==> config.mk <==
export PLATFORM = sky130hd
export DESIGN_NAME = dl_monitor
export DESIGN_NICKNAME = d
export VERILOG_FILES = /design/src/dl_pkg.sv /design/src/code_assembler.sv /design/src/dl_monitor.sv /design/src/dl_router.sv /design/src/header_scan.sv /design/src/region_select.sv
export SDC_FILE = /design/constraint.sdc
export NUM_CORES = 1
export LEC_CHECK = 0
export BUFFER_PORTS_ARGS = -buffer_cell sky130_fd_sc_hd__buf_2
export CORE_MARGIN = 2
export CORE_UTILIZATION = 40
export DETAILED_ROUTE_END_ITERATION = 12
export MAX_ROUTING_LAYER = met4
export PLACE_DENSITY = 0.65
export SYNTH_ARGS = -nofsm -noshare
export SYNTH_HDL_FRONTEND = slang
export SYNTH_SLANG_ARGS = --single-unit
==> constraint.sdc <==
create_clock -name clk_sys -period 4.8 [get_ports clk_sys]
set_input_delay 0.48 -clock clk_sys [delete_from_list [all_inputs] [get_ports clk_sys]]
set_output_delay 0.48 -clock clk_sys [all_outputs]
set_load 0.01 [all_outputs]
==> src/dl_pkg.sv <==
package dl_pkg;

	////////////////////////////////////////////////////////////////////////////
	// Stream geometry and index decode

	localparam int ADDR_W = 25;
	localparam int DATA_W = 16;

	// Low five index bits of a cartridge download
	localparam logic [4:0] IDX_CART_MD  = 5'd1;
	localparam logic [4:0] IDX_CART_SMS = 5'd2;
	// Full index of a cheat file
	localparam logic [7:0] IDX_CODE     = 8'hFF;

	// Cartridge header bytes
	localparam logic [ADDR_W-1:0] HDR_REGION_ADDR  = 25'h1F0;
	localparam logic [ADDR_W-1:0] HDR_REGION2_ADDR = 25'h1F2;
	localparam logic [ADDR_W-1:0] HDR_END_ADDR     = 25'h200;

	// Cheat code layout, two bytes per word
	localparam int         CODE_WORDS    = 8;
	localparam logic [3:0] CODE_LAST_OFS = 4'(2 * (CODE_WORDS - 1));

	// Auto region modes, 2 and 3 disable
	localparam logic [1:0] AUTO_HEADER   = 2'd0;
	localparam logic [1:0] AUTO_FILE_EXT = 2'd1;

	////////////////////////////////////////////////////////////////////////////
	// Types

	typedef struct packed {
		logic [ADDR_W-1:0] addr;
		logic [DATA_W-1:0] data;
	} dl_word_t;

	typedef enum logic [1:0] {
		JP = 2'd0,
		US = 2'd1,
		EU = 2'd2
	} region_t;

	typedef struct packed {
		logic j;
		logic u;
		logic e;
	} hdr_flags_t;

	// prio: 0 US>EU>JP, 1 EU>US>JP, 2 US>JP>EU, 3 JP>US>EU
	typedef struct packed {
		logic [1:0] auto_mode;
		logic [1:0] prio;
	} region_cfg_t;

	typedef struct packed {
		logic [31:0] flags;
		logic [31:0] address;
		logic [31:0] compare;
		logic [31:0] replace;
	} cheat_code_t;

endpackage

==> src/code_assembler.sv <==
`timescale 1ns/1ns

module code_assembler (
	input  logic                clk_sys,
	input  logic                sys_reset,
	input  logic                code_start_i,
	input  logic                cart_start_i,
	input  logic                in_valid_i,
	input  dl_pkg::dl_word_t    word_i,
	output logic                in_ready_o,
	output dl_pkg::cheat_code_t code_o,
	output logic                code_valid_o,
	input  logic                code_ready_i,
	output logic                code_clear_o
);

	dl_pkg::cheat_code_t asm_q;
	logic                last_word;
	logic                accept;

	assign last_word = (word_i.addr[3:0] == dl_pkg::CODE_LAST_OFS);

	// Only the closing word has to wait for the held code to drain
	assign in_ready_o = ~(code_valid_o & ~code_ready_i & last_word);
	assign accept     = in_valid_i & in_ready_o;

	////////////////////////////////////////////////////////////////////////////
	// Field staging, low word first

	always_ff @(posedge clk_sys) begin
		if (code_start_i)
			asm_q <= '0;
		if (accept) begin
			case (word_i.addr[3:0])
				4'd0:  asm_q.flags[15:0]    <= word_i.data;
				4'd2:  asm_q.flags[31:16]   <= word_i.data;
				4'd4:  asm_q.address[15:0]  <= word_i.data;
				4'd6:  asm_q.address[31:16] <= word_i.data;
				4'd8:  asm_q.compare[15:0]  <= word_i.data;
				4'd10: asm_q.compare[31:16] <= word_i.data;
				4'd12: asm_q.replace[15:0]  <= word_i.data;
				default: ;
			endcase
		end
	end

	// Completed code goes straight to the output holding register
	always_ff @(posedge clk_sys) begin
		if (accept && last_word) begin
			code_o               <= asm_q;
			code_o.replace[31:16] <= word_i.data;
		end
	end

	always_ff @(posedge clk_sys) begin
		if (sys_reset) begin
			code_valid_o <= 1'b0;
			code_clear_o <= 1'b0;
		end else begin
			// Code table restarts with a new cart or a new cheat file
			code_clear_o <= cart_start_i | (accept && word_i.addr == '0);
			if (accept && last_word)
				code_valid_o <= 1'b1;
			else if (code_ready_i)
				code_valid_o <= 1'b0;
		end
	end

	a_code_held: assert property (
		@(posedge clk_sys) disable iff (sys_reset)
		(code_valid_o && !code_ready_i) |=> (code_valid_o && $stable(code_o))
	);

endmodule

==> src/dl_monitor.sv <==
`timescale 1ns/1ns

module dl_monitor (
	input  logic                clk_sys,
	input  logic                sys_reset,
	input  logic                dl_active_i,
	input  logic [7:0]          dl_index_i,
	input  logic                dl_valid_i,
	input  dl_pkg::dl_word_t    dl_word_i,
	output logic                dl_ready_o,
	input  dl_pkg::region_cfg_t region_cfg_i,
	output logic                cart_sms_o,
	output logic                region_valid_o,
	output dl_pkg::region_t     region_o,
	input  logic                region_ready_i,
	output logic                code_valid_o,
	output dl_pkg::cheat_code_t code_o,
	input  logic                code_ready_i,
	output logic                code_clear_o
);

	logic               cart_start;
	logic               cart_end;
	logic               cart_wr;
	logic               code_start;
	logic               code_in_valid;
	logic               code_in_ready;
	dl_pkg::hdr_flags_t hdr_flags;
	logic               hdr_ready;

	dl_router u_router (
		.clk_sys      (clk_sys),
		.sys_reset    (sys_reset),
		.dl_active_i  (dl_active_i),
		.dl_index_i   (dl_index_i),
		.dl_valid_i   (dl_valid_i),
		.dl_word_i    (dl_word_i),
		.dl_ready_o   (dl_ready_o),
		.cart_sms_o   (cart_sms_o),
		.cart_start_o (cart_start),
		.cart_end_o   (cart_end),
		.cart_wr_o    (cart_wr),
		.code_start_o (code_start),
		.code_valid_o (code_in_valid),
		.code_ready_i (code_in_ready)
	);

	header_scan u_header_scan (
		.clk_sys      (clk_sys),
		.sys_reset    (sys_reset),
		.cart_start_i (cart_start),
		.cart_end_i   (cart_end),
		.cart_wr_i    (cart_wr),
		.word_i       (dl_word_i),
		.flags_o      (hdr_flags),
		.hdr_ready_o  (hdr_ready)
	);

	region_select u_region_select (
		.clk_sys        (clk_sys),
		.sys_reset      (sys_reset),
		.cfg_i          (region_cfg_i),
		.cart_sms_i     (cart_sms_o),
		.index_i        (dl_index_i),
		.flags_i        (hdr_flags),
		.hdr_ready_i    (hdr_ready),
		.region_valid_o (region_valid_o),
		.region_o       (region_o),
		.region_ready_i (region_ready_i)
	);

	code_assembler u_code_assembler (
		.clk_sys      (clk_sys),
		.sys_reset    (sys_reset),
		.code_start_i (code_start),
		.cart_start_i (cart_start),
		.in_valid_i   (code_in_valid),
		.word_i       (dl_word_i),
		.in_ready_o   (code_in_ready),
		.code_o       (code_o),
		.code_valid_o (code_valid_o),
		.code_ready_i (code_ready_i),
		.code_clear_o (code_clear_o)
	);

endmodule

==> src/dl_router.sv <==
`timescale 1ns/1ns

module dl_router (
	input  logic             clk_sys,
	input  logic             sys_reset,
	input  logic             dl_active_i,
	input  logic [7:0]       dl_index_i,
	input  logic             dl_valid_i,
	input  dl_pkg::dl_word_t dl_word_i,
	output logic             dl_ready_o,
	output logic             cart_sms_o,
	output logic             cart_start_o,
	output logic             cart_end_o,
	output logic             cart_wr_o,
	output logic             code_start_o,
	output logic             code_valid_o,
	input  logic             code_ready_i
);

	logic cart_dl;
	logic code_dl;
	logic cart_dl_q;
	logic code_dl_q;

	// Download class from the index
	assign cart_dl = dl_active_i &&
		(dl_index_i[4:0] == dl_pkg::IDX_CART_MD || dl_index_i[4:0] == dl_pkg::IDX_CART_SMS);
	assign code_dl = dl_active_i && (dl_index_i == dl_pkg::IDX_CODE);

	always_ff @(posedge clk_sys) begin
		if (sys_reset) begin
			cart_dl_q  <= 1'b0;
			code_dl_q  <= 1'b0;
			cart_sms_o <= 1'b0;
		end else begin
			cart_dl_q <= cart_dl;
			code_dl_q <= code_dl;
			// Cart type sticks until the next cart download
			if (cart_start_o)
				cart_sms_o <= (dl_index_i[4:0] == dl_pkg::IDX_CART_SMS);
		end
	end

	assign cart_start_o = cart_dl & ~cart_dl_q;
	assign cart_end_o   = ~cart_dl & cart_dl_q;
	assign code_start_o = code_dl & ~code_dl_q;

	// Only the cheat path can stall the source
	assign dl_ready_o   = code_dl ? code_ready_i : 1'b1;
	assign cart_wr_o    = cart_dl & dl_valid_i & dl_ready_o;
	assign code_valid_o = code_dl & dl_valid_i;

	// 16-bit stream, so every accepted word sits on an even byte address
	a_word_aligned: assert property (
		@(posedge clk_sys) disable iff (sys_reset)
		(cart_wr_o || (code_valid_o && code_ready_i)) |-> !dl_word_i.addr[0]
	);

endmodule

==> src/header_scan.sv <==
`timescale 1ns/1ns

module header_scan (
	input  logic               clk_sys,
	input  logic               sys_reset,
	input  logic               cart_start_i,
	input  logic               cart_end_i,
	input  logic               cart_wr_i,
	input  dl_pkg::dl_word_t   word_i,
	output dl_pkg::hdr_flags_t flags_o,
	output logic               hdr_ready_o
);

	dl_pkg::hdr_flags_t flags_nxt;
	logic [7:0]         lo_byte;
	logic [7:0]         hi_byte;
	logic [3:0]         hex_rgn;
	logic               at_region;
	logic               at_region2;

	// Letter J, U or E adds its flag, anything else leaves the set alone
	function automatic dl_pkg::hdr_flags_t add_letter(
		input dl_pkg::hdr_flags_t f,
		input logic [7:0]         c
	);
		dl_pkg::hdr_flags_t r;
		r = f;
		if (c == "J")
			r.j = 1'b1;
		else if (c == "U")
			r.u = 1'b1;
		else if (c == "E")
			r.e = 1'b1;
		return r;
	endfunction

	assign lo_byte    = word_i.data[7:0];
	assign hi_byte    = word_i.data[15:8];
	assign hex_rgn    = lo_byte[3:0] - 4'd7;
	assign at_region  = cart_wr_i && (word_i.addr == dl_pkg::HDR_REGION_ADDR);
	assign at_region2 = cart_wr_i && (word_i.addr == dl_pkg::HDR_REGION2_ADDR);

	////////////////////////////////////////////////////////////////////////////
	// Region byte decode

	always_comb begin
		flags_nxt = cart_start_i ? '0 : flags_o;
		if (at_region) begin
			if (lo_byte == "J" || lo_byte == "U" || lo_byte == "E") begin
				flags_nxt = add_letter(flags_nxt, lo_byte);
			end else if (lo_byte >= "0" && lo_byte <= "9") begin
				// New style region digit, one bit per market
				flags_nxt.e = lo_byte[3];
				flags_nxt.u = lo_byte[2];
				flags_nxt.j = lo_byte[0];
			end else if (lo_byte >= "A" && lo_byte <= "F") begin
				flags_nxt.e = hex_rgn[3];
				flags_nxt.u = hex_rgn[2];
				flags_nxt.j = hex_rgn[0];
			end
			flags_nxt = add_letter(flags_nxt, hi_byte);
		end
		if (at_region2)
			flags_nxt = add_letter(flags_nxt, lo_byte);
	end

	always_ff @(posedge clk_sys) begin
		if (sys_reset) begin
			flags_o     <= '0;
			hdr_ready_o <= 1'b0;
		end else begin
			flags_o <= flags_nxt;
			// Header is complete once the first word past it arrives
			if (cart_end_i)
				hdr_ready_o <= 1'b0;
			else if (cart_wr_i && word_i.addr == dl_pkg::HDR_END_ADDR)
				hdr_ready_o <= 1'b1;
		end
	end

endmodule

==> src/region_select.sv <==
`timescale 1ns/1ns

module region_select (
	input  logic                clk_sys,
	input  logic                sys_reset,
	input  dl_pkg::region_cfg_t cfg_i,
	input  logic                cart_sms_i,
	input  logic [7:0]          index_i,
	input  dl_pkg::hdr_flags_t  flags_i,
	input  logic                hdr_ready_i,
	output logic                region_valid_o,
	output dl_pkg::region_t     region_o,
	input  logic                region_ready_i
);

	logic            hdr_ready_q;
	logic            hdr_rise;
	logic            hdr_fall;
	logic            auto_on;
	logic            launch;
	dl_pkg::region_t hdr_region;
	dl_pkg::region_t pick;

	// First flag in priority order, else the order's leading region
	always_comb begin
		case (cfg_i.prio)
			2'd0: hdr_region = flags_i.u ? dl_pkg::US : flags_i.e ? dl_pkg::EU :
				flags_i.j ? dl_pkg::JP : dl_pkg::US;
			2'd1: hdr_region = flags_i.e ? dl_pkg::EU : flags_i.u ? dl_pkg::US :
				flags_i.j ? dl_pkg::JP : dl_pkg::EU;
			2'd2: hdr_region = flags_i.u ? dl_pkg::US : flags_i.j ? dl_pkg::JP :
				flags_i.e ? dl_pkg::EU : dl_pkg::US;
			default: hdr_region = flags_i.j ? dl_pkg::JP : flags_i.u ? dl_pkg::US :
				flags_i.e ? dl_pkg::EU : dl_pkg::JP;
		endcase
	end

	// File extension mode carries the region in the index top bits
	assign pick = (cfg_i.auto_mode == dl_pkg::AUTO_FILE_EXT) ?
		dl_pkg::region_t'(index_i[7:6]) : hdr_region;
	assign auto_on = (cfg_i.auto_mode == dl_pkg::AUTO_HEADER) ||
		(cfg_i.auto_mode == dl_pkg::AUTO_FILE_EXT);

	assign hdr_rise = hdr_ready_i & ~hdr_ready_q;
	assign hdr_fall = ~hdr_ready_i & hdr_ready_q;
	assign launch   = hdr_rise & auto_on & ~cart_sms_i;

	always_ff @(posedge clk_sys) begin
		if (sys_reset) begin
			hdr_ready_q    <= 1'b0;
			region_valid_o <= 1'b0;
		end else begin
			hdr_ready_q <= hdr_ready_i;
			// Accepted, or the cart went away before anyone took it
			if (region_valid_o && (region_ready_i || hdr_fall))
				region_valid_o <= 1'b0;
			if (launch)
				region_valid_o <= 1'b1;
		end
	end

	always_ff @(posedge clk_sys) begin
		if (launch)
			region_o <= pick;
	end

	a_region_stable: assert property (
		@(posedge clk_sys) disable iff (sys_reset)
		(region_valid_o && !region_ready_i) |=> (!region_valid_o || $stable(region_o))
	);

endmodule
# [Word level (Yosys, flattened, before mapping)]
# Index checks and enable logic that the tools add are counted.
[classes] n_bitwise=22 order_cmp=4 n_eq_ne=22 n_reduce_logical=22 add_sub_neg=1 muxes=50
[ops] op="two-way mux 128 bit" n=1
[ops] op="two-way mux 16 bit" n=8
[ops] op="two-way mux 96 bit" n=1
[ops] op="equality test 25 x 9 -> 1 bit (second input constant)" n=2
[ops] op="equality test 8 x 7 -> 1 bit (second input constant)" n=6
[ops] op="two-way mux 2 bit" n=15
[ops] op="equality test 25 x 10 -> 1 bit (second input constant)" n=1
[ops] op="zero test 25 bit" n=1
[ops] op="two-way mux 1 bit" n=18
[ops] op="two-way mux 3 bit" n=6
[ops] op="equality test 4 bit (second input constant)" n=4
[ops] op="bitwise AND 1 bit" n=13
[ops] op="logical AND 1 bit" n=10
[ops] op="equality test 4 x 3 -> 1 bit (second input constant)" n=2
[ops] op="equality test 8 bit (second input constant)" n=1
[ops] op=">= comparator 8 x 6 -> 1 bit (second input constant)" n=1
[ops] op=">= comparator 8 x 7 -> 1 bit (second input constant)" n=1
[ops] op="less-or-equal comparator 8 x 6 -> 1 bit (second input constant)" n=1
[ops] op="less-or-equal comparator 8 x 7 -> 1 bit (second input constant)" n=1
[ops] op="inverter 1 bit" n=8
[ops] op="case mux 2 bit (3 select lines)" n=1
[ops] op="equality test 5 x 1 -> 1 bit (second input constant)" n=1
[ops] op="equality test 5 x 2 -> 1 bit (second input constant)" n=1
[ops] op="logical OR 1 bit" n=5
[ops] op="9 further kinds" n=12
[totals] in_bits=59 out_inout_bits=135 word_cells=141 ff_bits=253

# [Depth between registers and ports, before layout]
[logic_depth] ltp_word=17 ltp_mapped=7 mapped_depth_nobuf=6

# [Cells and area by module]
# A second synthesis with hierarchy kept.
[hier_totals] cells_unflattened=653 hier_area_um2=9674.3
[modules_own_cells] module="code_assembler" area_each_um2=8588.2 cells_each=516 n_inst=1 seq_area_each_um2=6125.9
[modules_own_cells] module="header_scan" area_each_um2=673.1 cells_each=89 n_inst=1 seq_area_each_um2=80.1
[modules_own_cells] module="region_select" area_each_um2=236.5 cells_each=25 n_inst=1 seq_area_each_um2=100.1
[modules_own_cells] module="dl_router" area_each_um2=176.4 cells_each=23 n_inst=1 seq_area_each_um2=60.1

# [Least setup slack after synthesis]
# Ideal clock, no wire load.
[synth_path] kind="input-to-reg" startpoint="in dl_active_i" endpoint="reg, netlist name u_code_assembler.code_o[0]" setup_slack_ns=0.475 required_ns=4.319 t_arrival_ns=3.843 path_buffers=0 setup_ns=0.481 stages=5 path_cell_list="nand4_1 nor3_2 nand3_1 or2_2 inv_1"
[synth_between] elab_chain_len=4
[synth_lines] item="from (decl)" line_no="dl_monitor.sv:6" text="input logic dl_active_i,"
[synth_lines] item="logical AND 1 bit" line_no="dl_router.sv:28" text="assign code_dl = dl_active_i && (dl_index_i == dl_pkg::IDX_CODE);"
[synth_lines] item="bitwise AND 1 bit" line_no="dl_router.sv:51" text="assign code_valid_o = code_dl & dl_valid_i;"
[synth_lines] item="bitwise AND 1 bit" line_no="code_assembler.sv:25" text="assign accept = in_valid_i & in_ready_o;"
[synth_lines] item="logical AND 1 bit" line_no="code_assembler.sv:49" text="if (accept && last_word) begin"
# Every way passes these cells.
# A chain may end at the register's enable or synchronous reset.

# [Final worst setup path]
[layout_path] startpoint="in dl_active_i" endpoint="reg, netlist name u_code_assembler.code_o[100]"
[layout_between] elab_chain_len=4
[layout_lines] item="logical AND 1 bit" line_no="dl_router.sv:28"
[layout_lines] item="bitwise AND 1 bit" line_no="dl_router.sv:51"
[layout_lines] item="bitwise AND 1 bit" line_no="code_assembler.sv:25"
[layout_lines] item="logical AND 1 bit" line_no="code_assembler.sv:49"
# Every way passes these cells.

==> results.cfg <==
[outcome]
status = finished clean

[global_route]
grt_pass1_vias = 5788
antenna_found_initial = 0
grtUsageTotal_pct = 18.8
grt_max_degree = 81
grt_pass1_wl_um = 33100
grt_overflow = 0

[place]
hpwl_um = 13700
placed_cells = 1200
place_ws_ns = 1.60
port_buffers = 193
place_congestion = 0.780

[setup_path]
worstPathMaxFanout = 80
end_kind = flop
path_class = in -> reg
r2r_start = u_code_assembler.code_valid_o
startpoint = dl_active_i
cp_cell_sequence = buf_2 > nand4_1 > nor3_2 > nand3_1 > or2_2 > inv_6 > buf_12
slowest_stage = inv_6
critPathMaxStageDelay_ns = 0.52
critPathLaunchType = primary input
cp.arrival_ns = 2.87
worstPathRequired_ns = 4.98

[clock_network]
numCtsBuffers = 25
clockBufferDepth = 3
cts-root-buf = clkbuf_16
clock-sinks = 253
cts_tree = done
cts_hold_buf = 0
cts_resized = 0
clk_pin_slew_worst_paths_ns = 0.06
postCtsSetupBuffers = 0
insertion_delay_ns = 0.51
htree_levels = 1

[detailed_routing]
num_vias = 6153
viasPerCell = 4.95
wl_met1_um = 9860
drc = 0
wl_per_cell_um = 17.6
drt-total-wl_um = 21900
initialDrtViolationCount = 440
dr_wl_met2_um = 10100
wl_met3_um = 1570
dr.pass1.iters = 4
ant_nets = 0
highest_layer = met4

[power_and_ir_drop]
p_clk_share_pct = 44.1
powerDensity_nw_per_um2 = 391
p_comb_share_pct = 2.5
power_leakage_uw = 0.00438
p_seq_share_pct = 53.4
power.total_uw = 4230
swShare_pct = 20.3
switchingPower_uw = 860
peakVddDrop_mv = 0.269
p_int_uw = 3370

[sta]
final.period_utilization_pct = 55.9
final_max_slew_viol_count = 0
slew-limit-headroom_pct = 19.6
fin_ws_ns = 2.12
setup_viol = 0
fin_skew_ns = 0.0162
rsz0062_at_grt = false
period_needed_ns = 2.68
worstMarginPinSlew_ns = 1.20
hold_viol_final = 0
setup_tns_ns = 0
max_freq_ghz = 0.372

[synthesis]
ys_types = 50
syn_inst = 775
synth_warnings = 0
yosysSeqAreaShare_pct = 71.7
synthArstFlopShare_pct = 0
yosys_most_used_dff = edfxtp_1
netlist_area_sq_um = 8880
synth_nets = 834
ys_seq_elements = 253
avgSynthCellArea_sq_um = 11.5
synth_edf_count = 130

[floorplanning]
ios = 194
rows = 54
die_area_sq_um = 23400
die_h_um = 153
fp.dieW_um = 153
start_util_pct = 40.7
core_area_sq_um = 21800

[finish]
area_growth_pct = 21.7
layout_common_cells = nand2_1, buf_2, edfxtp_1, dfxtp_1, o21ai_0
fin_cells = 1244
mostFrequentLayoutCell = nand2_1
antenna_cells = 0
nFillCells = 1956
drive_gt1_share_pct = 26.3
fin_nets = 1006

[worst_hold_path]
hold_class = in -> reg
hp-start = dl_index_i[6]

[job]
max-cap-violations = 0
state kept, by name, indices dropped and copies added, names as in the netlist:
register,flops
u_region_select.region_valid_o,1
u_code_assembler.asm_q,112
u_router.cart_dl_q,1
u_router.cart_sms_o,1
u_header_scan.flags_o,3
u_router.code_dl_q,1
u_code_assembler.code_clear_o,1
u_region_select.hdr_ready_q,1
u_code_assembler.code_o,128
u_code_assembler.code_valid_o,1
u_header_scan.hdr_ready_o,1
u_region_select.region_o,2
critical path: cells and delay by family:
family	cells	cell delay [ns]
buffers and inverters	3	0.99
and+or+nand+nor	4	1.31
through the flow:
stage	utilization [%]	cell area, sq um	hold WS (ns)
5_1_grt	49.5	10800	0.261
3_5_place_dp	46.0	10000	0.415
2_1_floorplan	-	8880	0.407
6_report	49.5	10800	0.257
3_3_place_gp	46.0	10000	0.411
4_1_cts	49.5	10800	0.237
final cells by class:
cell class              instances  area [sq um]  share of cell area [%]
clock inverters                12           116                    1.08
flip-flops and latches        253          6370                    58.9
multi-input cells             467          2290                    21.2
clock buffers                  32           662                    6.12
inverters                       5          23.8                   0.220
repair buffers                195           993                    9.19
well taps                     280           350                    3.24
kinds of logic after synthesis:
group	after synthesis	share of synthesized area, %
buffers and inverters	55	2.80
AND/OR/NAND/NOR	317	16.1
multiplexers	3	0.366
AO/OA/AOI/OAI	145	8.77
flip-flops	253	71.7
XOR/XNOR	2	0.282
routing by layer:
metal | vias up | global-route usage [%]
li1 | 3018 | -
met5 | - | -
met2 | 245 | 29.7
met1 | 2856 | 25.6
met4 | 0 | 4.32
met3 | 34 | 3.46
Yosys cell counts (2+ instances only):
cell / number / area (sq um)
a211oi_1: 3 / 22.5
a21oi_1: 12 / 60.1
a22o_1: 3 / 26.3
a31oi_1: 2 / 12.5
and2_1: 3 / 18.8
and3_1: 2 / 12.5
buf_2: 17 / 85.1
buf_4: 2 / 15.0
clkbuf_1: 25 / 93.8
clkbuf_2: 5 / 25.0
dfxtp_1: 123 / 2460
edfxtp_1: 130 / 3900
inv_1: 5 / 18.8
mux2_2: 2 / 22.5
nand2_1: 236 / 886
nand2_2: 2 / 12.5
nand2b_1: 7 / 43.8
nand3_1: 13 / 65.1
nand4_1: 3 / 18.8
nand4_2: 2 / 25.0
nor2_1: 18 / 67.6
nor2b_1: 3 / 18.8
nor3_1: 6 / 30.0
nor3_2: 3 / 30.0
nor4_1: 5 / 31.3
nor4bb_1: 3 / 30.0
o211ai_1: 2 / 15.0
o21ai_0: 104 / 521
o21ai_1: 13 / 65.1
final timing paths:
kind	depth (start not counted)	slack, ns	endpoint
max	7	2.12	u_code_assembler.code_o[100]
min	3	0.26	u_router.code_dl_q
max reg2reg	6	2.30	u_code_assembler.code_o[100]
min reg2reg	0	0.42	u_code_assembler.code_o[101]
power groups by stage:
stage,clock (uW),sequential [uW],combinational [uW]
global placement,0,2300,104
finish,1870,2260,105
floorplan,0,2300,43.1
CTS,1900,2260,106
detailed placement,0,2300,106
global route,1980,2260,113
Power figures use the tool's default switching activity.
